--- src/logic/img_params.svh ---
`ifndef IMG_PARAMS_SVH
`define IMG_PARAMS_SVH

// Map geometry
`define MAP_COL        8
`define MAP_ROW        8

// Channel depth limits
`define MAP_DEPTH_MAX  32
`define MAP_DEPTH_MIN  8

// Whole image, also the load length
`define MAP_PIXELS     2048

// Channels covered by the median filter
`define MED_CHANNELS   4

`define OUT_W          14

`endif

--- src/logic/img_pkg.sv ---
`default_nettype none

`include "img_params.svh"

package img_pkg;

	typedef logic [7:0] pixel_t;

	// x or y position on the map
	typedef logic [$clog2(`MAP_COL)-1:0] coord_t;

	// Holds 8, 16 or 32
	typedef logic [$clog2(`MAP_DEPTH_MAX):0] depth_t;

	// channel * 64 + y * 8 + x
	typedef logic [$clog2(`MAP_PIXELS)-1:0] addr_t;

	typedef logic [`OUT_W-1:0] out_word_t;

endpackage

`default_nettype wire

--- src/logic/median3x3.sv ---
`timescale 1ns/1ps
`default_nettype none

module median3x3
	import img_pkg::*;
(
	input  wire pixel_t [8:0] i_pix,
	output pixel_t            o_med
);

	// 19 compare-exchange steps, smaller value lands on lo_idx
	localparam int n_cmp = 19;
	localparam int lo_idx [n_cmp] = '{1, 4, 7, 0, 3, 6, 1, 4, 7, 0, 5, 4, 3, 1, 2, 4, 4, 6, 4};
	localparam int hi_idx [n_cmp] = '{2, 5, 8, 1, 4, 7, 2, 5, 8, 3, 8, 7, 6, 4, 5, 7, 2, 4, 2};

	pixel_t v [9];
	pixel_t a;
	pixel_t b;

	always_comb begin
		for (int i = 0; i < 9; i++) begin
			v[i] = i_pix[i];
		end
		for (int k = 0; k < n_cmp; k++) begin
			a = v[lo_idx[k]];
			b = v[hi_idx[k]];
			v[lo_idx[k]] = (a < b) ? a : b;
			v[hi_idx[k]] = (a < b) ? b : a;
		end
	end

	// Fifth smallest ends up in the middle
	assign o_med = v[4];

endmodule

`default_nettype wire

--- config.mk ---
export PLATFORM = sky130hd
export DESIGN_NAME = median3x3
export DESIGN_NICKNAME = d
export VERILOG_FILES = /design/src/logic/img_pkg.sv /design/src/logic/median3x3.sv
export VERILOG_INCLUDE_DIRS = /design/src /design/src/logic
export SDC_FILE = /design/constraint.sdc
export NUM_CORES = 1
export LEC_CHECK = 0
export BUFFER_PORTS_ARGS = -buffer_cell sky130_fd_sc_hd__buf_2
export CORE_MARGIN = 2
export CORE_UTILIZATION = 57
export DETAILED_ROUTE_END_ITERATION = 6
export PLACE_DENSITY = 0.85
export SLEW_MARGIN = 10
export SYNTH_ARGS = -nofsm -noshare
export SYNTH_HDL_FRONTEND = slang
export SYNTH_SLANG_ARGS = --single-unit
--- constraint.sdc ---
create_clock -name vclk -period 17.7
set_input_delay 1.77 -clock vclk [all_inputs]
set_output_delay 1.77 -clock vclk [all_outputs]
set_load 0.03 [all_outputs]
==> metrics.md <==
| Metric | Value |
|---|---|
| Outcome | finished, violations left |
| Failing checks | DRC, setup timing |
| Top cells by area, synth | ha_1 23%, mux2i_1 16%, a21oi_1 7.6% |
| Die Y | 113 microns |
| Fin crit period | 18.75 ns |
| Vias in the first global route | 7008 |
| Mapped Cells | 952 |
| Vias/cell | 6.88 |
| First-pass GRT wire length | 32700 microns |
| CP max FO | 7 |
| Setup crit start kind | primary input |
| Post-synth top area share | 23.0% |
| Post-Syn Nets | 1148 |
| WP data required | 15.93 ns |
| Unique masters post-synth | 78 |
| Placed inst area | 7840 sq um |
| Sequential area share after synthesis | 0% |
| Max Slew Vio Count | 0 |
| Final wirelength | 27600 microns |
| Post-route cell area | 9430 sq um |
| Slew headroom | 33.3% |
| Hold Crit Class | primary input to output port |
| FFs & Latches | 0 |
| Routed length on met1 | 10400 microns |
| Most used cell, CP | a21oi_2 |
| Die area | 12700 sq um |
| Maxcap violations | 0 |
| Met2 wire length | 12400 microns |
| CP Buf/Inv Count | 12 |
| Actual slew at the worst max-slew pin | 1.00 ns |
| Initial antenna violation count | 0 |
| RSZ-0062 raised after global routing | yes |
| Initial Utilization | 58.9% |
| Std-Cell Core Area | 11500 sq um |
| Pre-Repair DR Iteration Count | 7 |
| Pre-CTS setup slack | -0.612 ns |
| Number of remaining DRC errors | 2 |
| DP HPWL | 16900 microns |
| Pin count of the biggest net entering global routing | 28 |
| Ys Warns | 0 |
| Die W | 113 microns |
| CP max stage cell | o31ai_4 |
| Synthesis-to-finish area growth | 39.7% |
| Fmax | 53.3 MHz |
| Top layer in use | met4 |
| Final Net Count | 1317 |
| Area leader, netlist | ha_1 |
| Fin worst setup slack | -1.05 ns |
| Cell family with the largest share of critical-path delay | compound AO/OA/AOI/OAI gates |
| Final Cycle Share | 106% |
| Slowest cell delay on critical path | 0.46 ns |
| Port Buffers | 80 |
| Iter 0 DRT Violations | 1096 |
| Setup TNS | -8.19 ns |
| Crit path capture type | output port |
| Rows | 39 |
| Clkbuf count | 0 |
| WL/cell | 21.9 microns |
| Sequential cell area | 0 sq um |
| Cell area after synthesis | 6750 sq um |
| Final antenna diode count | 0 |
| GRT overflow | 0 |
| I/O pins | 80 |
| Hold Fails Final Rpt | 0 |
| Fraction of layout cells with a size suffix above 1 | 35.6% |
| Final setup violation count | 8 |
| Arrival @ worst endpoint | 16.98 ns |
| Routed length on met3 | 2680 microns |
| Vias post-DR | 8680 |
| Crit Path Category | primary input to output port |
| Synth Area per Inst | 7.09 sq um |
| Tot GR Track Use | 30.3% |
| Post-route ant nets | 0 |
| Final GP Congestion | 1.01 |
## cell type report
type / count / area (sq um)
inverters: 96 / 370
well taps: 143 / 179
fillers: 637 / 2040
repair buffers: 190 / 1410
multi-input cells: 833 / 7470
## synthesized netlist by cell type, types with 7 or more instances
| cell | instances |
|---|---|
| nor2_1 | 104 |
| ha_1 | 124 |
| mux2i_1 | 105 |
| nor2b_1 | 9 |
| nor3_1 | 10 |
| clkbuf_1 | 18 |
| and4_1 | 7 |
| and2_1 | 8 |
| a21oi_1 | 103 |
| mux2_2 | 12 |
| nand3_1 | 13 |
| o21ai_1 | 8 |
| nand2b_1 | 10 |
| nand4_1 | 11 |
| o21a_1 | 26 |
| o21ai_0 | 59 |
| inv_1 | 95 |
| nand2_1 | 66 |
| o211ai_1 | 11 |
| a21o_1 | 32 |
## metal layers
layer,vias up,GRT usage [%]
li1,3889,-
met1,3984,40.4
met2,618,52.6
met3,189,2.52
met4,0,7.80
met5,-,0
## repair_timing
action	CTS	global route
buffers inserted	11	51
hold buffers	0	0
hold endpoints to repair	0	0
endpoints found under the setup margin	8	8
gates cloned	1	5
gates resized for setup	22	189
pin swaps	7	69
## cell families (layout without fill, tap and decap cells)
family / Yosys count / after routing / share of synthesized area [%]
AOI/OAI and AO/OA: 314 / 317 / 31.7
and+or+nand+nor: 265 / 266 / 18.8
adders and majority gates: 126 / 126 / 23.3
buffers and inverters: 124 / 286 / 7.19
muxes: 123 / 124 / 18.9
## layout by cell type (no fill, tap or decap), drive strengths merged, types with 6 or more instances in the layout
cell type / synthesis / layout
nand3: 13 / 13
nor3: 11 / 11
o21a: 26 / 26
and4: 9 / 9
buf: 10 / 186
nor2: 104 / 104
a21oi: 104 / 105
o211ai: 12 / 12
mux2i: 105 / 105
a31oi: 7 / 7
nand2: 68 / 69
mux2: 18 / 19
o21ai: 68 / 69
and2: 8 / 8
nor2b: 9 / 9
nand2b: 11 / 11
o31ai: 7 / 8
a211o: 6 / 6
ha: 124 / 124
nand4: 11 / 11
a21o: 32 / 32
inv: 95 / 95
## metrics by stage
stage | cells | utilization [%] | hold WS (ns)
finish | 1262 | 82.2 | 4.43
global route | 1262 | 82.2 | 4.46
CTS | 1206 | 70.1 | 4.45
detailed placement | 1194 | 68.3 | 4.46
global placement | 1194 | 68.3 | 4.46
floorplan | 952 | - | 4.16
## path summary, 6_finish.rpt
kind | from | end | slack [ns] | cells after the start
min | i_pix[51] | o_med[3] | 4.43 | 6
max | i_pix[36] | o_med[0] | -1.05 | 79
Power is not shown: default switching activity piles up to over one toggle a cycle in this logic, so the estimate is an artifact.
