$ cat src/logic/img_params.svh
`ifndef IMG_PARAMS_SVH
`define IMG_PARAMS_SVH

// Map geometry
`define MAP_COL        8
`define MAP_ROW        8

// Channel depth limits
`define MAP_DEPTH_MAX  32
`define MAP_DEPTH_MIN  8

// Whole image, also the load length
`define MAP_PIXELS     2048

// Channels covered by the median filter
`define MED_CHANNELS   4

`define OUT_W          14

`endif

$ cat src/logic/img_pkg.sv
`default_nettype none

`include "img_params.svh"

package img_pkg;

	typedef logic [7:0] pixel_t;

	// x or y position on the map
	typedef logic [$clog2(`MAP_COL)-1:0] coord_t;

	// Holds 8, 16 or 32
	typedef logic [$clog2(`MAP_DEPTH_MAX):0] depth_t;

	// channel * 64 + y * 8 + x
	typedef logic [$clog2(`MAP_PIXELS)-1:0] addr_t;

	typedef logic [`OUT_W-1:0] out_word_t;

endpackage

`default_nettype wire

$ cat src/logic/window_buf.sv
`timescale 1ns/1ps
`default_nettype none

module window_buf
	import img_pkg::*;
(
	input  wire          i_clk,
	input  wire          i_rst_n,
	input  wire          i_rd_valid,
	input  wire          i_pad,
	input  wire [3:0]    i_slot,
	input  wire pixel_t  i_q,
	output pixel_t [15:0] o_win,
	output logic         o_full
);

	logic wr;

	// Either a real read or an off-map position fills the slot
	assign wr = i_rd_valid || i_pad;

	always_ff @(posedge i_clk) begin
		if (wr) begin
			if (i_pad)
				o_win[i_slot] <= '0;
			else
				o_win[i_slot] <= i_q;
		end
	end

	// Window complete one cycle after the last slot lands
	always_ff @(posedge i_clk or negedge i_rst_n) begin
		if (!i_rst_n)
			o_full <= 1'b0;
		else
			o_full <= wr && (i_slot == 4'hf);
	end

endmodule

`default_nettype wire

$ cat config.mk
export PLATFORM = sky130hd
export DESIGN_NAME = window_buf
export DESIGN_NICKNAME = d
export VERILOG_FILES = /design/src/logic/img_pkg.sv /design/src/logic/window_buf.sv
export VERILOG_INCLUDE_DIRS = /design/src /design/src/logic
export SDC_FILE = /design/constraint.sdc
export NUM_CORES = 1
export LEC_CHECK = 0
export ABC_CLOCK_PERIOD_IN_PS = 1300
export BUFFER_PORTS_ARGS = -buffer_cell sky130_fd_sc_hd__buf_2
export CAP_MARGIN = 30
export CORE_UTILIZATION = 54
export DETAILED_ROUTE_END_ITERATION = 12
export GPL_TIMING_DRIVEN = 0
export PLACE_DENSITY = 0.87
export SLEW_MARGIN = 20
export SYNTH_ARGS = -nofsm -noshare
export SYNTH_HDL_FRONTEND = slang
export SYNTH_SLANG_ARGS = --single-unit
export TNS_END_PERCENT = 50
$ cat constraint.sdc
create_clock -name i_clk -period 1.3 [get_ports i_clk]
set_clock_uncertainty 0.2 [all_clocks]
set_input_delay 0.195 -clock i_clk [delete_from_list [all_inputs] [get_ports i_clk]]
set_output_delay 0.195 -clock i_clk [all_outputs]
set_load 0.05 [all_outputs]
==> metrics.cfg <==
[hold_path]
worst_hold_path.num_cells = 3
worst_hold_path_type = primary input to flip-flop

[cells_and_area]
utilization_pct = 89.2
post-route-cell-area_um2 = 9840
insertedDiodeCount = 0
fin_nets = 759
area_growth_pct = 58.0
drive_above_1_share_pct = 46.2

[synth]
syn_area_um2 = 6230
postSynthCellCount = 482
yosysTopAreaCellShare_pct = 61.7
syn-num-nets = 498
synthTopCellsByArea = edfxtp_1, mux2i_1, nand2_1
syn_area_per_cell_um2 = 12.9
synthesis.yosys.warnings = 0
portion_of_the_post_synthesis_area_used_by_sequential_elements_pct = 62.1
netlist.top_cell.by_area = edfxtp_1
synth.lib_cells_used.distinct = 17
yosys_register_bits = 129

[clocking]
ctsHtreeMaxLevel = 4
worst_setup_hold_path_clk_slew_ps = 70
worst_skew_pair.late_latency_ps = 430
tritoncts_buffers = 17
ctsLongestPathBuffers = 2
numClockSinks = 129
clock_tree_from_tritoncts = done
clockRootBuffer = clkbuf_16

[power_and_ir_drop]
switching_part_of_the_total_pct = 32.2
p_sw_mw = 4.19
power.clock.fraction_pct = 37.3
power.sequential.fraction_pct = 39.9
power_density_nw_per_um2 = 1330
intPower_mw = 8.85
p_leak_nw = 4.83
vdd.ir_drop.worst_mv = 1.76
post-layout-total-power_mw = 13.0
p_comb_share_pct = 22.8

[sta]
unrepaired_setup_endpoints_after_global_routing = yes
timing.final.crit_period_ps = 1530
report.final.setup_viol = 277
slew_headroom_pct = 59.3
final_critical_path_setup_slack_ps = -225
drv_slew = 0
final-hold-violation-count = 0
worst-slew-pin-transition_ps = 610
max_freq_mhz = 656
final_min_period_over_clock_period_pct = 117

[global_route]
first_global_vias = 5173
antenna_violations_before_repair = 0
groute.usage.overall_pct = 35.1
global_route_wire_length_before_repair_um = 29800
grt_max_degree = 17
grt_overflow_total = 0

[floorplan]
dieWidth_um = 109
placeableCoreArea_um2 = 11000
rows = 38
die_height_um = 109
floorplan.die_area_um2 = 12000
initial_utilization_pct = 56.5
top_level_ports = 145

[route]
wirelength_um = 25500
drt-pass1-iter-count = 6
drt_iter0_drc = 627
detail_route.drc_violations = 0
vias = 5760
wire_per_inst_um = 28.5
drtAntennaViolNets = 0
drt-vias-per-instance = 6.43

[worst_setup_path]
worst-endpoint-arrival_ps = 1130
chain_of_cells_forming_the_critical_path = buf_6
worst-setup-path-type = flip-flop to output pin
cp_data_required_time_ps = 900
critical_path.top_delay_family = flip-flops
critical_path_depth = 1
cp_max_fo = 2
worst_setup_path_start_kind = flip-flop
cp_slowest_cell = edfxtp_1
reg_to_reg_setup_timing_slack_ps = -90
timing.critical_path.buf_inv = 1
worst_path_largest_cell_delay_ps = 480
setup.worst_path.end_class = output pin
worst_r2r_path_depth = 4

[placement]
place_area_um2 = 7410
place_congestion = 0.832
port_bufs = 143
dp_hpwl_um = 10900

[run]
drv_cap = 0

[status]
failing_checks = negative setup slack
status = finished, violations left

## cell families (layout without fill, tap and decap cells)
logic type | Yosys count | after routing | share of synthesized area (%)
DFF | 129 | 129 | 62.1
muxes | 128 | 128 | 20.6
AOI/OAI and AO/OA | 16 | 16 | 1.93
and+or+nand+nor | 154 | 154 | 11.3
buffers and inverters | 55 | 329 | 4.10
## flip-flops by register name, indices dropped and copies added (netlist names)
signal / count
o_full: 1
o_win: 128
## routing by layer
metal / vias up / GRT usage, % / share of wire, %
li1: 2249 / - / -
met4: 0 / 18.0 / 6.2
met2: 547 / 57.5 / 49
met1: 2807 / 43.2 / 34
met3: 157 / 8.54 / 11
met5: - / 0 / 0
## cells in the mapped netlist
library cell  number
buf_2             21
buf_6              3
clkbuf_1          30
dfrtp_1            1
edfxtp_1         128
inv_1              1
mux2i_1          128
nand2_1          128
nand2b_1           8
nand4_1            1
nand4b_1           4
nand4bb_1          6
nor2_1             2
o21bai_1          16
or4_4              1
or4b_1             3
or4b_4             1
## layout make-up
cell class | count | area [um^2]
flip-flops and latches | 129 | 3870
repair buffers | 250 | 2440
multi-input cells | 298 | 2350
fillers | 415 | 1190
clock buffers | 17 | 425
plain buffers | 46 | 423
well taps | 140 | 175
clock inverters | 15 | 144
inverters | 1 | 7.51
## worst reg2reg max path: cells and delay by family, from the launching register on
kind	cells	cell delay, ps
buffers and inverters	2	290
DFF	1	450
muxes	1	110
and+or+nand+nor	1	80
## what timing repair did
item	4_1_cts	5_1_grt
setup endpoints to repair	311	319
hold buffers	3	0
endpoints found under the hold margin	2	0
buffers inserted	31	73
pin swaps	7	17
gates resized for setup	287	57
## path summary, 6_finish.rpt
kind | start | to
max | o_win[57] | o_win[57]
min | i_q[0] | o_win[104]
max reg2reg | o_win[42] | o_win[42]
min reg2reg | o_win[20] | o_win[20]
max in group asynchronous | i_rst_n | o_full
min in group asynchronous | i_rst_n | o_full
## cell usage in the layout (no fill, tap or decap), drive strengths merged
cell type	Yosys	layout
nand2b	8	8
or4b	4	4
or4	1	1
inv	1	1
clkinvlp	0	5
nand4b	4	4
nand4	1	1
bufinv	0	2
nand2	128	128
mux2i	128	128
clkinv	0	8
edfxtp	128	128
nor2	2	2
dlygate4sd3	0	3
clkbuf	30	39
dfrtp	1	1
buf	24	271
nand4bb	6	6
o21bai	16	16
## through the flow
stage               hold slack, ps  TNS, ps  setup WS (ps)  std cells
floorplan                     -301   -42440           -358        482
global placement              -229  -128780           -740        765
detailed placement            -227  -140280           -849        765
CTS                            183   -21540           -167        825
global route                   112   -28850           -220        896
finish                        99.2   -24920           -225        896
## power by group through the flow
stage	sequential, mW	clock [mW]	combinational [mW]
final	5.20	4.87	2.97
after global routing	5.21	4.95	3.03
after CTS	5.16	4.59	2.55
after detailed placement	5.17	0	2.10
after global placement	5.16	0	2.05
after floorplan	6.14	0	0.612
Power figures use the tool's default switching activity.
