===== config.mk =====
export PLATFORM = sky130hd
export DESIGN_NAME = out_stage
export DESIGN_NICKNAME = d
export VERILOG_FILES = /design/src/logic/img_pkg.sv /design/src/logic/out_stage.sv
export VERILOG_INCLUDE_DIRS = /design/src /design/src/logic
export SDC_FILE = /design/constraint.sdc
export NUM_CORES = 1
export LEC_CHECK = 0
export BUFFER_PORTS_ARGS = -buffer_cell sky130_fd_sc_hd__buf_2
export CAP_MARGIN = 15
export CORE_ASPECT_RATIO = 0.6
export CORE_MARGIN = 8
export CORE_UTILIZATION = 57
export CTS_BUF_LIST = sky130_fd_sc_hd__clkbuf_4
export CTS_CLUSTER_DIAMETER = 50
export CTS_CLUSTER_SIZE = 24
export DETAILED_ROUTE_END_ITERATION = 12
export PLACE_DENSITY = 0.87
export SYNTH_ARGS = -nofsm -noshare
export SYNTH_HDL_FRONTEND = slang
export SYNTH_SLANG_ARGS = --single-unit

===== constraint.sdc =====
create_clock -name i_clk -period 3.2 [get_ports i_clk]
set_clock_uncertainty 0.05 [all_clocks]
set_input_delay 0.48 -clock i_clk [delete_from_list [all_inputs] [get_ports i_clk]]
set_output_delay 0.48 -clock i_clk [all_outputs]
set_load 0.03 [all_outputs]

===== src/logic/img_params.svh =====
`ifndef IMG_PARAMS_SVH
`define IMG_PARAMS_SVH

// Map geometry
`define MAP_COL        8
`define MAP_ROW        8

// Channel depth limits
`define MAP_DEPTH_MAX  32
`define MAP_DEPTH_MIN  8

// Whole image, also the load length
`define MAP_PIXELS     2048

// Channels covered by the median filter
`define MED_CHANNELS   4

`define OUT_W          14

`endif


===== src/logic/img_pkg.sv =====
`default_nettype none

`include "img_params.svh"

package img_pkg;

	typedef logic [7:0] pixel_t;

	// x or y position on the map
	typedef logic [$clog2(`MAP_COL)-1:0] coord_t;

	// Holds 8, 16 or 32
	typedef logic [$clog2(`MAP_DEPTH_MAX):0] depth_t;

	// channel * 64 + y * 8 + x
	typedef logic [$clog2(`MAP_PIXELS)-1:0] addr_t;

	typedef logic [`OUT_W-1:0] out_word_t;

endpackage

`default_nettype wire


===== src/logic/out_stage.sv =====
`timescale 1ns/1ps
`default_nettype none

module out_stage
	import img_pkg::*;
(
	input  wire               i_clk,
	input  wire               i_rst_n,
	input  wire               i_rd_valid,
	input  wire               i_disp,
	input  wire pixel_t       i_q,
	input  wire               i_full,
	input  wire pixel_t [3:0] i_med,
	output logic              o_out_valid,
	output out_word_t         o_out_data,
	output logic              o_drained
);

	logic         disp_q;
	logic         rd_q;
	logic         busy;
	logic [1:0]   cnt;
	pixel_t [3:0] med_q;

	// Display stream is contiguous, so it ends where the read tags stop
	always_ff @(posedge i_clk or negedge i_rst_n) begin
		if (!i_rst_n) begin
			disp_q <= 1'b0;
			rd_q   <= 1'b0;
		end else begin
			rd_q <= i_rd_valid;
			if (i_disp)
				disp_q <= 1'b1;
			else if (rd_q && !i_rd_valid)
				disp_q <= 1'b0;
		end
	end

	always_ff @(posedge i_clk) begin
		if (i_full)
			med_q <= i_med;
	end

	// ------------------------------------------------------------------
	// Output register
	// ------------------------------------------------------------------
	always_ff @(posedge i_clk or negedge i_rst_n) begin
		if (!i_rst_n) begin
			busy        <= 1'b0;
			cnt         <= '0;
			o_out_valid <= 1'b0;
			o_out_data  <= '0;
			o_drained   <= 1'b0;
		end else begin
			o_out_valid <= (disp_q && i_rd_valid) || i_full || busy;
			o_drained   <= busy && (cnt == 2'd3);
			if (i_full) begin
				busy <= 1'b1;
				cnt  <= 2'd1;
			end else if (busy) begin
				cnt <= cnt + 2'd1;
				if (cnt == 2'd3)
					busy <= 1'b0;
			end
			if (disp_q && i_rd_valid)
				o_out_data <= out_word_t'(i_q);
			else if (i_full)
				o_out_data <= out_word_t'(i_med[0]);
			else if (busy)
				o_out_data <= out_word_t'(med_q[cnt]);
		end
	end

endmodule

`default_nettype wire


==> run summary <==
The power density over the cells came out at 639.8 mW/mm². The area overhead of the layout relative to synthesis came out at 15.28%. Once layout is complete, the utilization of the core stands at 0.6943. The number of iterations in the first detailed-routing pass came out at 4.

The portion of synthesized area spent on multiplexers is 0.08742. The number of warnings issued by yosys is 0. The post-synthesis cell type count came out at 29. Among all stages on the critical path, the largest delay is contributed by buf_2. By area, the combinational part of the netlist is dominated by compound AO/OA/AOI/OAI gates.

The total count of hold-check failures in the final report is 0. The number of vias in the routed layout came out at 1,255. The nature of the critical path endpoint is a flip-flop. Among all flip-flop cells after synthesis, the most frequent one is edfxtp_1. The fraction of final layout cells with drive strength greater than 1 came out at 0.3676. The maximum vdd drop came out at 0.3836 mV. After routing, the total negative slack on setup checks comes to 0 ns. Of the total power, the share spent switching nets is 0.3172. The actual transition at the worst max-transition pin is 0.7520 ns. The total grt overflow is 0. The net switching power figure is 0.4654 mW. Measured along the x axis, the die boundary spans 92.27 µm. The critical path in this run is classified as in2reg. By area the synthesized netlist is led by edfxtp_1 (48%), dfrtp_1 (19%), mux2i_1 (7.0%). The signal on the critical path passes through buf_2 > nor2_1 > a22o_1 > o32a_1. The shortest period the worst path allows came out at 1.726 ns. The total power after layout is 1.467 mW. The worst relative slew slack came out at 0.4986.

The core region is 0.003303 mm². The busiest metal layer after global routing is met2. The post-CTS repair timing setup buffer count is 0. Of the total power, the clock network draws 0.187.

In the routed design, unresolved DRC markers number 0. The pin count of the biggest net entering global routing came out at 39. The count of nets left with antenna violations after detail routing is 0. OpenSTA, run right after detailed placement, puts the worst setup slack at 1.106 ns. The share of total power dissipated in combinational logic is 0.249. In this run the number of H-tree levels came out at 2. Of the post-synthesis cell area, the dominant cell type holds 0.4830. The number of global-route vias before repair is 1,366. The cell sitting at the root of the clock tree is a clkbuf_4. The source-to-sink clock delay at the later pin of the worst-skew pair came out at 0.34 ns. In this run the cell area of the synthesized design comes to 0.001989 mm².

The count of input and output buffers came out at 54. Of the synthesized area, sequential elements account for 0.6717. The worst path arrival time came out at 1.92 ns. The maximum clock frequency came out at about 580 MHz. The number of endpoints failing setup at the final stage came out at 0. The number of top-level pins is roughly 60. The initial antenna violation count came to 0. The fraction of power consumed by sequential logic is 0.565. The violation count after the first detailed-route iteration is 73. The half-perimeter wire length of the detailed placement result came out at 2.907 mm. Yosys instantiated no cell more often than edfxtp_1. The worst-case setup margin in the final layout came out at 1.474 ns.

The die footprint is between 0.005 and 0.006 mm². The starting utilization of the core area is 0.6023. On the final layout, the worst hold slack is 0.2482 ns. The gate count after technology mapping is 129.

The first global-routing pass estimated 6.265 mm of wire. The total wirelength of the detailed-routed design came out at 3.826 mm. The final period utilization came out at 0.5392. Summed over all instances, the cell type with the most area after synthesis is edfxtp_1. In the synthesized netlist, the cells that appear most often are edfxtp_1 (32), dfrtp_1 (15), mux2i_1 (14). On the worst path, the slowest cell contributes a delay of between 0.5 and 0.6 ns.

In the global route stage, met1 resource usage came out at 0.1751. Using the TritonRoute via totals, the vias-per-cell ratio works out to approximately 5.5. Data on the critical path is required at its endpoint by 3.39 ns. The total number of nets in the final design is 230. The adder-cell share of the synthesized area came out at 0.006289. The run finished with clean final reports. The number of enable flip-flop cells after synthesis came out at 32.

After detailed routing, the average wire length per cell comes to 16.63 µm. Setup repair after global routing left no endpoint under its margin. The synthesized-area fraction occupied by ao, oa, aoi and oai cells is 0.1189. The vertical die dimension is approximately 62 µm. The share of flip-flops with an asynchronous set or reset after synthesis is 0.3191.

Of the total synthesized cell area, the portion taken by XOR and XNOR cells is 0.004403. The leakage component of the power came out at about 0.95 nW. The weighted congestion at the end of routability-driven global placement is about 0.82. Max-cap violations in this run came to 0.

Clock-pin slew was measured on the worst setup and hold paths at 0.13 ns. The simple logic cell fraction of the synthesized area came out at 0.04717. Buffers inserted during clock tree synthesis total 5.

The number of pins with negative max-slew slack in the final report came out at 0. The largest fanout on the critical path is 38. The tightest min-delay check is of the in2reg type. Internal power comes to 1.002 mW. The CTS tree is built. The maximum buffer depth of the clock tree came out at 2. The worst setup path is launched from a primary input. The global routing met2 resource utilization came out at 0.2186. For met3 alone, demand over resource in global routing was 0.05755.

The average instance area after synthesis is between 15 and 20 µm². The all-layer global routing usage is 0.1414. The post-CTS resize count is 0.

The number of core rows is 16. 0 antenna diodes ended up in the layout. The flip-flop and latch count after synthesis is between 40 and 50. The tree built by TritonCTS fans out to 47 sinks.
==> through the flow <==
stage          area, µm²  std cells
2_1_floorplan       2008        134
3_3_place_gp        2226        221
3_5_place_dp        2226        221
4_1_cts             2293        230
5_1_grt             2293        230
6_report            2293        230
==> registers in the layout, summed over array words and instances (netlist names) <==
name and flops:
disp_q 1, o_drained 1, o_out_valid 1, med_q 32
busy 1, rd_q 1, cnt 2, o_out_data 8
==> power by group through the flow <==
stage	Sequential [mW]	Combinational [mW]	Clock [mW]
floorplan	0.852	0.279	0
global placement	0.839	0.354	0
detailed placement	0.843	0.365	0
CTS	0.831	0.367	0.280
global route	0.842	0.402	0.301
finish	0.829	0.365	0.274
==> layout by cell type (no fill, tap or decap), types with 3 or more instances in the layout <==
cell type	n
buf_2	54
edfxtp_1	32
dfrtp_1	15
mux2i_1	14
nor2_1	7
clkbuf_4	7
conb_1	6
a22o_1	5
o21ai_1	5
o32a_1	5
nor2b_1	3
a2111oi_0	3
mux2_2	3
o21ai_0	3
a32oi_1	3
o31ai_1	3
==> critical path: cells and delay by family <==
| kind | cells | cell delay [ns] |
|---|---|---|
| buffers and inverters | 1 | 0.58 |
| AO/OA/AOI/OAI | 2 | 0.61 |
| AND/OR/NAND/NOR | 1 | 0.25 |
==> layer usage <==
metal / wire, µm / up-vias
met5: 0 / -
met4: 87 / 0
met3: 344 / 11
met2: 1665 / 57
met1: 1729 / 594
li1: - / 593
==> logic make-up (layout without fill, tap and decap cells) <==
kind of cell,count (synthesis),after routing
flip-flops,47,47
multiplexers,17,17
buffers and inverters,15,66
AND/OR/NAND/NOR,17,17
AO/OA/AOI/OAI,30,30
XOR/XNOR,1,1
other,1,6
adder cells (fa/ha/maj),1,1
==> cell type report <==
class,count,area [µm²]
Sequential cell,47,1336
Fill cell,234,1010
Multi-Input combinational cell,72,548.0
Timing Repair Buffer,56,287.8
Tap cell,45,56.30
Clock buffer,7,52.55
Inverter,2,7.507
Clock inverter,1,5.005
==> repair_timing <==
| action | in CTS | in global routing |
|---|---|---|
| endpoints found under the hold margin | 15 | 0 |
| hold buffers | 1 | 0 |
| setup endpoints to repair | 0 | 0 |
==> final timing paths <==
path                                     from            end  slack, ns  cells after the start
min in group asynchronous             i_rst_n         disp_q       0.50                      2
worst max-delay path                   i_full  o_out_data[4]       1.47                      4
worst max register to register         cnt[1]  o_out_data[0]       1.49                      3
worst min register to register  o_out_data[6]  o_out_data[6]       0.47                      2
max in group asynchronous             i_rst_n  o_out_data[7]       2.36                      2
worst min-delay path                i_med[18]      med_q[18]       0.25                      1
(Power assumes the default switching activity.)
