==> src/logic/img_params.svh <==
`ifndef IMG_PARAMS_SVH
`define IMG_PARAMS_SVH

// Map geometry
`define MAP_COL        8
`define MAP_ROW        8

// Channel depth limits
`define MAP_DEPTH_MAX  32
`define MAP_DEPTH_MIN  8

// Whole image, also the load length
`define MAP_PIXELS     2048

// Channels covered by the median filter
`define MED_CHANNELS   4

`define OUT_W          14

`endif

==> src/logic/img_pkg.sv <==
`default_nettype none

`include "img_params.svh"

package img_pkg;

	typedef logic [7:0] pixel_t;

	// x or y position on the map
	typedef logic [$clog2(`MAP_COL)-1:0] coord_t;

	// Holds 8, 16 or 32
	typedef logic [$clog2(`MAP_DEPTH_MAX):0] depth_t;

	// channel * 64 + y * 8 + x
	typedef logic [$clog2(`MAP_PIXELS)-1:0] addr_t;

	typedef logic [`OUT_W-1:0] out_word_t;

endpackage

`default_nettype wire

==> src/logic/op_pkg.sv <==
`default_nettype none

package op_pkg;

	typedef enum logic [3:0] {
		OP_LOAD     = 4'd0,
		OP_RIGHT    = 4'd1,
		OP_LEFT     = 4'd2,
		OP_UP       = 4'd3,
		OP_DOWN     = 4'd4,
		OP_SCALE_DN = 4'd5,
		OP_SCALE_UP = 4'd6,
		OP_DISPLAY  = 4'd7,
		OP_CONV     = 4'd8,
		OP_MEDIAN   = 4'd9,
		OP_SOBEL    = 4'd10
	} op_mode_t;

	typedef enum logic [2:0] {
		ST_FETCH,
		ST_DECODE,
		ST_LOAD,
		ST_DISPLAY,
		ST_MEDIAN,
		ST_DONE
	} ctrl_state_t;

endpackage

`default_nettype wire

==> src/logic/op_ctrl.sv <==
`timescale 1ns/1ps
`default_nettype none

`include "img_params.svh"

module op_ctrl
	import img_pkg::*;
	import op_pkg::*;
(
	input  wire            i_clk,
	input  wire            i_rst_n,
	input  wire            i_op_valid,
	input  wire op_mode_t  i_op_mode,
	input  wire            i_done,
	output logic           o_op_ready,
	output logic           o_in_ready,
	output logic           o_load_start,
	output logic           o_disp_start,
	output logic           o_med_start,
	output coord_t         o_org_x,
	output coord_t         o_org_y,
	output depth_t         o_depth
);

	ctrl_state_t state;
	ctrl_state_t state_nxt;
	op_mode_t    op_q;

	assign o_op_ready   = (state == ST_FETCH);
	assign o_load_start = (state == ST_DECODE) && (op_q == OP_LOAD);
	assign o_disp_start = (state == ST_DECODE) && (op_q == OP_DISPLAY);
	assign o_med_start  = (state == ST_DECODE) && (op_q == OP_MEDIAN);

	// ------------------------------------------------------------------
	// Operation FSM
	// ------------------------------------------------------------------
	always_comb begin
		state_nxt = state;
		case (state)
			ST_FETCH: begin
				if (i_op_valid)
					state_nxt = ST_DECODE;
			end
			ST_DECODE: begin
				case (op_q)
					OP_LOAD:    state_nxt = ST_LOAD;
					OP_DISPLAY: state_nxt = ST_DISPLAY;
					OP_MEDIAN:  state_nxt = ST_MEDIAN;
					// Not implemented, accepted as no-op
					OP_CONV, OP_SOBEL: state_nxt = ST_FETCH;
					default:    state_nxt = ST_FETCH;
				endcase
			end
			ST_LOAD, ST_DISPLAY, ST_MEDIAN: begin
				if (i_done)
					state_nxt = ST_DONE;
			end
			default: state_nxt = ST_FETCH;
		endcase
	end

	always_ff @(posedge i_clk or negedge i_rst_n) begin
		if (!i_rst_n) begin
			state      <= ST_FETCH;
			op_q       <= OP_LOAD;
			o_in_ready <= 1'b0;
		end else begin
			state <= state_nxt;
			if (o_op_ready && i_op_valid)
				op_q <= i_op_mode;
			if (o_load_start)
				o_in_ready <= 1'b1;
			else if ((state == ST_LOAD) && i_done)
				o_in_ready <= 1'b0;
		end
	end

	// Shift and scale, applied in decode
	always_ff @(posedge i_clk or negedge i_rst_n) begin
		if (!i_rst_n) begin
			o_org_x <= '0;
			o_org_y <= '0;
			o_depth <= depth_t'(`MAP_DEPTH_MAX);
		end else if (state == ST_DECODE) begin
			case (op_q)
				OP_RIGHT:    if (o_org_x < coord_t'(`MAP_COL - 2)) o_org_x <= o_org_x + 3'd1;
				OP_LEFT:     if (o_org_x != '0) o_org_x <= o_org_x - 3'd1;
				OP_UP:       if (o_org_y != '0) o_org_y <= o_org_y - 3'd1;
				OP_DOWN:     if (o_org_y < coord_t'(`MAP_ROW - 2)) o_org_y <= o_org_y + 3'd1;
				OP_SCALE_DN: if (o_depth > depth_t'(`MAP_DEPTH_MIN)) o_depth <= o_depth >> 1;
				OP_SCALE_UP: if (o_depth < depth_t'(`MAP_DEPTH_MAX)) o_depth <= o_depth << 1;
				default: ;
			endcase
		end
	end

endmodule

`default_nettype wire

==> config.mk <==
export PLATFORM = sky130hd
export DESIGN_NAME = op_ctrl
export DESIGN_NICKNAME = d
export VERILOG_FILES = /design/src/logic/img_pkg.sv /design/src/logic/op_pkg.sv /design/src/logic/op_ctrl.sv
export VERILOG_INCLUDE_DIRS = /design/src /design/src/logic
export SDC_FILE = /design/constraint.sdc
export NUM_CORES = 1
export LEC_CHECK = 0
export BUFFER_PORTS_ARGS = -buffer_cell sky130_fd_sc_hd__buf_2
export CORE_MARGIN = 2
export CORE_UTILIZATION = 55
export DETAILED_ROUTE_END_ITERATION = 10
export PLACE_DENSITY = 0.85
export SYNTH_ARGS = -nofsm -noshare
export SYNTH_HDL_FRONTEND = slang
export SYNTH_SLANG_ARGS = --single-unit
==> constraint.sdc <==
create_clock -name i_clk -period 5.73 [get_ports i_clk]
set_input_delay 0 -clock i_clk [delete_from_list [all_inputs] [get_ports i_clk]]
set_output_delay 0 -clock i_clk [all_outputs]
set_load 0.01 [all_outputs]
==> run metrics <==
outcome=finished, final reports clean; Max Clock Skew=2.799 ps; synthesis-stage register bit count=20; post-synth cell types=35; footprint of the multi-input gates=610.6 µm²; crit path DAT=2640 ps; leading area contributor after synthesis=dfrtp_1; Final Hold Viols=0; clock power share=0.179; P_int=between 0.0003 and 0.0004 W; Hold/Removal Path Class=in2reg; total number of vias=952; Crit path largest cell delay=roughly 550 ps; Compound-Gate Fraction of Synth Area=0.09667; Seq pwr share=0.396; top cell type's share of synthesized area=0.4082; slowest CP cell=nor4b_1; grt total ovfl=0; Power Dens Cells=about 470 nW/µm²; GP Congestion=0.8096; number of synthesis warnings=0; Final setup viols=0; WP data required=5940 ps; post-cts sizing count=0; Cell Area, Synth=1165 µm²; NetSw=0.0002637 W; initial antenna violation count=0; Die Wd=50.02 µm; CTS tree=yes; core area=1982 µm²; Port-buffer cells=24; Max Cap Viol=0; Max Slew Vio Count=0; post-CTS setup buffers=0; Area Overhead vs Synth=20.62%; CTS Buffer Depth=2; Worst Hold Launch=i_op_valid; CTS Hold Bufs=6; Antenna diodes=0; largest cells by area after synthesis=dfrtp_1, mux2_2, fa_1; largest family of logic cells by synthesized area=simple AND/OR/NAND/NOR gates; layout cells sized above 1=0.3546; initial core utilization=0.5878; fmax=0.4111 GHz; syn avg cell area=10.40 µm²; DR WL met3=136 µm; DP HPWL=1734 µm; DRC Markers=0; clk sinks=20; Ports=25; RSZ-0062 raised after global routing=false; Tmin final=2432 ps; met2 wire len=1243 µm; r2r startpoint=op_q[2]; worst slew pin tran=724.5 ps; worst vdd ir=0.2517 mV; die height=50.02 µm; Antenna Violating Nets Remaining=0; Worst Hold Path Cells=4; Clock Latency Late Sink=slightly above 300 ps; Synth Instances=112; TritonRoute pass-1 iters=5; Sequential Area=501.7 µm²; vias in the first global route=931; Crit. End Element=flop; syn nets=~120; Seq/Total Area, Yosys=0.4307; Clk Tree Root Cell=clkbuf_4; first-pass GRT wire length=4209 µm; Worst Path Max Fanout=11; crit path cell chain=nor4b_1 -> inv_1 -> fa_1 -> xor2_1 -> nor4_1 -> mux2_2; crit path launch type=flop; DR top layer=met4; Layout fillers=143; H-tree depth=1; Combinational Power Share=0.424; r2r worst-path depth=6; gr usage total=0.2214; max_slew headroom=0.5133; WL met1=between 900 and 1000 µm; Total Die Area=2502 µm²; largest net degree at the start of global routing=21; DR iter-0 viols=22; final WL=roughly 2300 µm; clock slew at reported path FFs=120 ps; Pwr Total=0.0006542 W; adder-cell share of the synthesized area=0.03437; nets@finish=152; Post-Synth Simple-Gate Area=0.2137; Crit. Startpoint=op_q[2]; via-per-instance ratio=about 5.7; Row Count=16; Setup CP Type=reg2reg; wire per inst=13.85 µm; LEAKAGE=0.6563 nW; total negative setup slack=0 ps; Final Cycle Share=0.4245; total CTS buffers=3; multiplexer area fraction after synthesis=0.1719; Sw Share=0.4031; XOR/XNOR Fraction of Synth Area=0.007519
placed cells by master, fill, tap and decap left out, types with 2 or more instances in the layout:
cell type	n
inv_1	6
o21ai_0	4
buf_2	24
or4_4	2
fa_1	2
a21o_1	3
clkbuf_4	3
nand2b_1	2
nor3_1	3
nand3_1	4
nor2_1	6
nand2_1	9
dfrtp_1	19
mux2_2	16
nor2b_1	4
nor4_1	5
mux2i_1	2
and2_1	2
a21oi_1	2
dlygate4sd3_1	6
sequential cells by signal, summed over array words and instances (netlist names):
name	cells
o_org_y	3
o_in_ready	1
o_depth	6
o_org_x	3
op_q	4
state	3
metal layers:
metal,vias to the layer above,track usage
met5,-,0
met4,0,0.06944
met3,3,0.03636
met2,40,0.3904
met1,450,0.2733
li1,459,-
final cells by class:
cell class                      count  area share
Sequential cell                    20      0.3571
Tap cell                           27     0.02404
Timing Repair Buffer               30      0.1282
Clock inverter                      1     0.02137
Inverter                            7     0.01870
Clock buffer                        3     0.01603
Multi-Input combinational cell     80      0.4345
power groups by stage:
stage / logic (W) / clock network [W] / registers [W]
after floorplan: 0.000223 / 0 / 0.000240
after detailed placement: 0.000276 / 0 / 0.000260
after global routing: 0.000316 / 0.000122 / 0.000272
after CTS: 0.000280 / 0.000118 / 0.000257
after global placement: 0.000263 / 0 / 0.000255
final: 0.000278 / 0.000117 / 0.000259
path summary, 6_finish.rpt:
check,to,slack [ps]
max,o_org_x[2],3300
min,state[0],110
max reg2reg,o_org_x[2],3300
min reg2reg,o_in_ready,480
max in group asynchronous,o_depth[5],5250
min in group asynchronous,o_org_y[0],140
worst max-delay path, delay by kind of cell, from the launching register on:
kind	cells	cell delay, ps
fa+ha+maj	1	400
buf+inv	1	130
flops	1	510
mux	1	370
simple gates	2	750
xor+xnor	1	170
Yosys cell counts:
library cell,count
a21boi_0,1
a21o_1,3
a21oi_1,2
a221oi_1,1
a31o_2,1
a31oi_1,1
and2_1,2
buf_6,1
clkbuf_1,4
dfrtp_1,19
dfstp_2,1
fa_1,2
inv_1,6
inv_2,1
mux2_2,16
mux2i_1,2
nand2_1,9
nand2b_1,2
nand3_1,4
nand3b_1,1
nand4_1,1
nor2_1,6
nor2b_1,4
nor3_1,3
nor4_1,5
nor4b_1,1
nor4b_4,1
o21a_1,1
o21ai_0,4
o21ai_1,1
o31a_1,1
o31ai_1,1
or4_1,1
or4_4,2
xor2_1,1
per-stage QoR:
| step | setup slack (ps) | hold WS (ps) | utilization | instances | instance area [µm²] |
|---|---|---|---|---|---|
| floorplan | 3488 | -295.6 | - | 112 | 1165 |
| CTS | 3304 | 113.4 | 0.7090 | 168 | 1405 |
| finish | 3298 | 112.8 | 0.7090 | 168 | 1405 |
| global route | 3138 | 161.8 | 0.7090 | 168 | 1405 |
| global placement | 3491 | -33.24 | 0.6521 | 158 | 1292 |
| detailed placement | 3377 | -30.85 | 0.6521 | 158 | 1292 |
kinds of logic (layout without fill, tap and decap cells):
family | count (synthesis) | in the layout
and+or+nand+nor | 42 | 42
DFF | 20 | 20
muxes | 18 | 18
AOI/OAI and AO/OA | 17 | 17
buffers and inverters | 12 | 41
adders and majority gates | 2 | 2
xor gates and xnor gates | 1 | 1
(Power assumes the default switching activity.)
