**src/logic/img_params.svh**
```systemverilog
`ifndef IMG_PARAMS_SVH
`define IMG_PARAMS_SVH

// Map geometry
`define MAP_COL        8
`define MAP_ROW        8

// Channel depth limits
`define MAP_DEPTH_MAX  32
`define MAP_DEPTH_MIN  8

// Whole image, also the load length
`define MAP_PIXELS     2048

// Channels covered by the median filter
`define MED_CHANNELS   4

`define OUT_W          14

`endif

```
**src/logic/img_pkg.sv**
```systemverilog
`default_nettype none

`include "img_params.svh"

package img_pkg;

	typedef logic [7:0] pixel_t;

	// x or y position on the map
	typedef logic [$clog2(`MAP_COL)-1:0] coord_t;

	// Holds 8, 16 or 32
	typedef logic [$clog2(`MAP_DEPTH_MAX):0] depth_t;

	// channel * 64 + y * 8 + x
	typedef logic [$clog2(`MAP_PIXELS)-1:0] addr_t;

	typedef logic [`OUT_W-1:0] out_word_t;

endpackage

`default_nettype wire

```
**src/logic/addr_gen.sv**
```systemverilog
`timescale 1ns/1ps
`default_nettype none

`include "img_params.svh"

module addr_gen
	import img_pkg::*;
(
	input  wire          i_clk,
	input  wire          i_rst_n,
	input  wire          i_load_start,
	input  wire          i_disp_start,
	input  wire          i_med_start,
	input  wire          i_in_valid,
	input  wire coord_t  i_org_x,
	input  wire coord_t  i_org_y,
	input  wire depth_t  i_depth,
	input  wire          i_drained,
	output addr_t        o_addr,
	output logic         o_cen,
	output logic         o_wen,
	output logic         o_rd_valid,
	output logic         o_pad,
	output logic [3:0]   o_slot,
	output logic         o_done
);

	localparam addr_t med_end = addr_t'(`MED_CHANNELS * 16);

	logic       load_q;
	logic       disp_q;
	logic       med_q;
	logic       walk_q;
	logic       done_q;
	addr_t      step;
	coord_t     dx;
	coord_t     dy;
	coord_t     mx;
	coord_t     my;
	logic [3:0] sx;
	logic [3:0] sy;
	logic       on_map;
	logic       load_last;
	logic       disp_last;
	logic       rd_now;
	logic       pad_now;
	logic [3:0] slot_now;

	assign load_last = (step == addr_t'(`MAP_PIXELS - 1));
	assign disp_last = (step == addr_t'({i_depth, 2'b00} - 8'd1));

	// Display quad: bit 0 steps x, bit 1 steps y, upper bits pick the channel
	assign dx = i_org_x + {2'b00, step[0]};
	assign dy = i_org_y + {2'b00, step[1]};

	// Median window starts one up and one left of the origin
	assign sx     = {1'b0, i_org_x} + {2'b00, step[1:0]};
	assign sy     = {1'b0, i_org_y} + {2'b00, step[3:2]};
	assign mx     = sx[2:0] - 3'd1;
	assign my     = sy[2:0] - 3'd1;
	assign on_map = (sx != 4'd0) && (sx <= 4'(`MAP_COL)) && (sy != 4'd0) && (sy <= 4'(`MAP_ROW));

	always_comb begin
		o_addr = '0;
		o_cen  = 1'b1;
		o_wen  = 1'b1;
		if (load_q) begin
			o_addr = step;
			o_cen  = !i_in_valid;
			o_wen  = 1'b0;
		end else if (disp_q) begin
			o_addr = {step[6:2], dy, dx};
			o_cen  = 1'b0;
		end else if (walk_q) begin
			o_addr = {3'b000, step[5:4], my, mx};
			o_cen  = !on_map;
		end
	end

	assign rd_now   = disp_q || (walk_q && on_map);
	assign pad_now  = walk_q && !on_map;
	assign slot_now = walk_q ? step[3:0] : 4'h0;

	assign o_done = (load_q && i_in_valid && load_last) || done_q;

	// ------------------------------------------------------------------
	// Step counter and read tag, tag lines up with RAM output
	// ------------------------------------------------------------------
	always_ff @(posedge i_clk or negedge i_rst_n) begin
		if (!i_rst_n) begin
			load_q     <= 1'b0;
			disp_q     <= 1'b0;
			med_q      <= 1'b0;
			walk_q     <= 1'b0;
			done_q     <= 1'b0;
			step       <= '0;
			o_rd_valid <= 1'b0;
			o_pad      <= 1'b0;
			o_slot     <= '0;
		end else begin
			done_q     <= 1'b0;
			o_rd_valid <= rd_now;
			o_pad      <= pad_now;
			o_slot     <= slot_now;
			if (i_load_start) begin
				load_q <= 1'b1;
				step   <= '0;
			end else if (i_disp_start) begin
				disp_q <= 1'b1;
				step   <= '0;
			end else if (i_med_start) begin
				med_q  <= 1'b1;
				walk_q <= 1'b1;
				step   <= '0;
			end else if (load_q) begin
				if (i_in_valid) begin
					step <= step + 1'b1;
					if (load_last)
						load_q <= 1'b0;
				end
			end else if (disp_q) begin
				step <= step + 1'b1;
				if (disp_last) begin
					disp_q <= 1'b0;
					done_q <= 1'b1;
				end
			end else if (walk_q) begin
				step <= step + 1'b1;
				// Hold after slot 15 until out_stage has drained the window
				if (step[3:0] == 4'hf)
					walk_q <= 1'b0;
			end else if (med_q && i_drained) begin
				if (step == med_end) begin
					med_q  <= 1'b0;
					done_q <= 1'b1;
				end else begin
					walk_q <= 1'b1;
				end
			end
		end
	end

endmodule

`default_nettype wire

```
**config.mk**
```make
export PLATFORM = sky130hd
export DESIGN_NAME = addr_gen
export DESIGN_NICKNAME = d
export VERILOG_FILES = /design/src/logic/img_pkg.sv /design/src/logic/addr_gen.sv
export VERILOG_INCLUDE_DIRS = /design/src /design/src/logic
export SDC_FILE = /design/constraint.sdc
export NUM_CORES = 1
export LEC_CHECK = 0
export ABC_AREA = 0
export ABC_CLOCK_PERIOD_IN_PS = 2400
export CAP_MARGIN = 10
export CORE_UTILIZATION = 57
export DETAILED_ROUTE_END_ITERATION = 10
export DONT_BUFFER_PORTS = 1
export PLACE_DENSITY = 0.76
export RECOVER_POWER = 25
export SLEW_MARGIN = 10
export SYNTH_ARGS = -nofsm -noshare
export SYNTH_HDL_FRONTEND = slang
export SYNTH_SLANG_ARGS = --single-unit
```
**constraint.sdc**
```tcl
create_clock -name i_clk -period 2.4 [get_ports i_clk]
set_clock_uncertainty 0.15 [all_clocks]
set_input_delay 0.24 -clock i_clk [delete_from_list [all_inputs] [get_ports i_clk]]
set_output_delay 0.24 -clock i_clk [all_outputs]
set_load 0.1 [all_outputs]
```
==> summary.md <==
| Metric | Value |
|---|---|
| Run status | finished, violations left |
| Failing checks | setup timing |
| Synth unique cells | 48 |
| Remaining DRCs | 0 |
| Register Area | 550.5 um^2 |
| Full die area | 0.003440 mm^2 |
| Root Buffer | clkbuf_4 |
| Post-synth EDFFs | 0 |
| Initial antenna violation count | 0 |
| Leak | between 0.001 and 0.0015 uW |
| Worst-margin pin slew | between 1 and 1.5 ns |
| Highest Clock Rate | approximately 0.34 GHz |
| Commonest cells after routing, fill and taps aside | nand2_1, nor2_1, dfrtp_1, buf_4, xor2_1 |
| Crit end category | output port |
| Clk network pwr share | between 30% and 40% |
| DR vias | 1793 |
| FF-to-FF Start | step[3] |
| CTS tree | done |
| Worst-path fanout max | 2 |
| GRT Total Usage | between 30% and 40% |
| Most frequent CP cell | ha_4 |
| WL/cell | approximately 19 um |
| Yosys top cell area share | between 30% and 40% |
| Later-pin clock latency in the skew report | approximately 0.33 ns |
| Final core utilization | ~80% |
| IO Port Bufs | 0 |
| Data arrival, critical path | roughly 2.6 ns |
| Top_reg_cell synth | dfrtp_1 |
| Pre-CTS WS | -0.2378 ns |
| Max VDD drop | about 310 uV |
| Syn_nets | 257 |
| Crit path launch type | flop |
| Pwr/cell area | approximately 340 mW/mm^2 |
| Worst reg2reg endpoint | step[9] |
| Synth area leaders | dfrtp_1, ha_1, xor2_1 |
| WL final | approximately 5400 um |
| Num CTS Buffers | 3 |
| DRT Pass-1 Iters | 4 |
| Area leader, netlist | dfrtp_1 |
| Core Region | just over 0.003 mm^2 |
| Number of global-route vias before repair | roughly 1800 |
| Fillers | around 200 |
| Hold Crit Depth | 2 |
| Worst rel slew slack | ~31% |
| P_int | 599.9 uW |
| Layout cells sized above 1 | between 30% and 40% |
| Reported max-cap violation count | 0 |
| Placer Congestion | ~0.93 |
| Slowest cell delay on critical path | 0.49 ns |
| Clock Pin Slew Worst Setup and Hold Paths | 0.13 ns |
| Placement row count | 20 |
| Area grow syn2layout | 33.11% |
| H-tree depth | 1 |
| Tightest Hold Check Type | in -> reg |
| Syn_area_per_cell | 8.240 um^2 |
| Final-report hold violation count | 0 |
| Synth Warn # | 0 |
| Synth Register Bits | 22 |
| Boundary pin count | 39 |
| Final setup viols | 7 |
| Register area share after synthesis | between 30% and 40% |
| Most common cell after layout, fill and taps aside | nand2_1 |
| ANT cells | 0 |
| Sequential power share | 47.9% |
| Hpwl dp | around 3600 um |
| Die width | between 50 and 60 um |
| Crit-path cells | ha_4, fa_1, inv_2, ha_4, xor2_2, xnor2_1, nor2_1, a21oi_2, o21ai_4, buf_12 |
| # nets final | 284 |
| Hold Startpoint | i_load_start |
| Unrepaired setup endpoints after global routing | true |
| Crit share post-route | 123.0% |
| Top Family by Delay on Critical Path | adder cells |
| Pin count of the biggest net entering global routing | 23 |
| Combinational power share | between 10% and 20% |
| Post-layout min period | 2.952 ns |
| Worst setup margin | -0.5517 ns |
| Worst EP required | between 2 and 2.5 ns |
| Cell count after synthesis | about 220 |
| FFs w/ async S/R, synth | 100.0% |
| DR vias/cell | just over 6 |
| NetSw | 222.4 uW |
| Routed Antenna Nets | 0 |
| Die height | a little under 60 um |
| Slowest cell on crit path | fa_1 |
| Reg2Reg Depth | 6 |
| Net Sw Frac | 27.05% |
| Multi-input logic area | 0.001376 mm^2 |
| R2R Setup Slk | ~0.15 ns |
| Initial DRC count | 71 |
| WHS Endpoint | load_q |
| Crit path kind | reg -> out |
| Fin. max-slew vios | 0 |
| Grt ovf | 0 |
| CTS Sinks | 22 |
| Global-route wire length before repair | 8321 um |
| Crit path buffers/inverters | 2 |
| Netlist Area Pre-Place | about 0.0018 mm^2 |
| CTS Buffer Depth | 2 |
| Initial Util | between 50% and 60% |
-- stage by stage --
stage | TNS [ns] | cell area [um^2] | hold slack, ns | total power [uW] | cells
finish | -2.555 | 2435 | 0.01238 | 822.3 | 292
CTS | -1.954 | 2402 | 0.0001788 | 808.2 | 291
global placement | -0.2024 | 2222 | -0.2049 | 490.6 | 281
global route | -2.993 | 2435 | 0.02539 | 846.7 | 292
floorplan | -0.8935 | 1949 | -0.2056 | 474.4 | 222
detailed placement | -0.5498 | 2222 | -0.2048 | 498.3 | 281
-- flip-flops by register name, indices dropped and copies added, names as in the netlist --
| register | flops |
|---|---|
| done_q | 1 |
| step | 11 |
| load_q | 1 |
| o_rd_valid | 1 |
| o_pad | 1 |
| walk_q | 1 |
| med_q | 1 |
| o_slot | 4 |
| disp_q | 1 |
-- cell usage after synthesis (all sizes together), types with 4 or more instances --
master and count:
xnor2 7, buf 6, o21ai 15, nor3 7
a211oi 5, xor2 15, inv 12, nand3 8
a21oi 16, dfrtp 22, nor2 26, clkbuf 6
ha 14, nand2 25, and2 4
-- repair_timing --
item                       in CTS  in global routing
setup endpoints to repair       6                  6
hold endpoints to repair       26                  0
setup buffers                   1                  1
resized for setup              15                  5
pin swaps                      12                  8
hold buffers                    5                  0
-- cell type report --
class / count / area share (%)
Inverter: 12 / 1.850
Timing Repair Buffer: 34 / 14.59
Sequential cell: 22 / 22.61
Clock inverter: 1 / 1.233
Multi-Input combinational cell: 176 / 56.53
Tap cell: 44 / 2.261
Clock buffer: 3 / 0.9250
-- power by group through the flow --
| stage | combinational [uW] | sequential, uW | clock, uW |
|---|---|---|---|
| 6_report | 134 | 394 | 294 |
| 5_1_grt | 146 | 394 | 307 |
| 4_1_cts | 122 | 393 | 293 |
| 3_5_place_dp | 97.6 | 401 | 0 |
| 3_3_place_gp | 90.0 | 401 | 0 |
| 2_1_floorplan | 73.5 | 401 | 0 |
-- how the worst max path moves through the flow --
stage                        from        end  slack [ns]  cells after the start
final                     step[0]  o_addr[2]       -0.55                     10
after floorplan           step[0]      o_cen       -0.34                      8
after detailed placement  step[2]      o_cen       -0.24                     10
after global placement    step[2]      o_cen       -0.16                     10
after CTS                 step[0]      o_cen       -0.52                      9
after global routing      step[2]      o_cen       -0.63                     10
-- per-layer routing --
metal	GRT usage (%)	part of all wire (%)
met2	55.83	52
met1	38.60	37
met3	6.154	5.6
met4	17.35	5.3
met5	0	0
-- kinds of logic after synthesis --
family,after synthesis,share of synthesized area [%]
muxes,3,1.710
xor gates and xnor gates,22,10.53
DFF,22,30.10
AOI/OAI and AO/OA,48,16.28
and+or+nand+nor,87,23.19
buffers and inverters,24,6.429
adders and majority gates,16,11.76
Note: power is estimated with default switching activity, not from simulation.
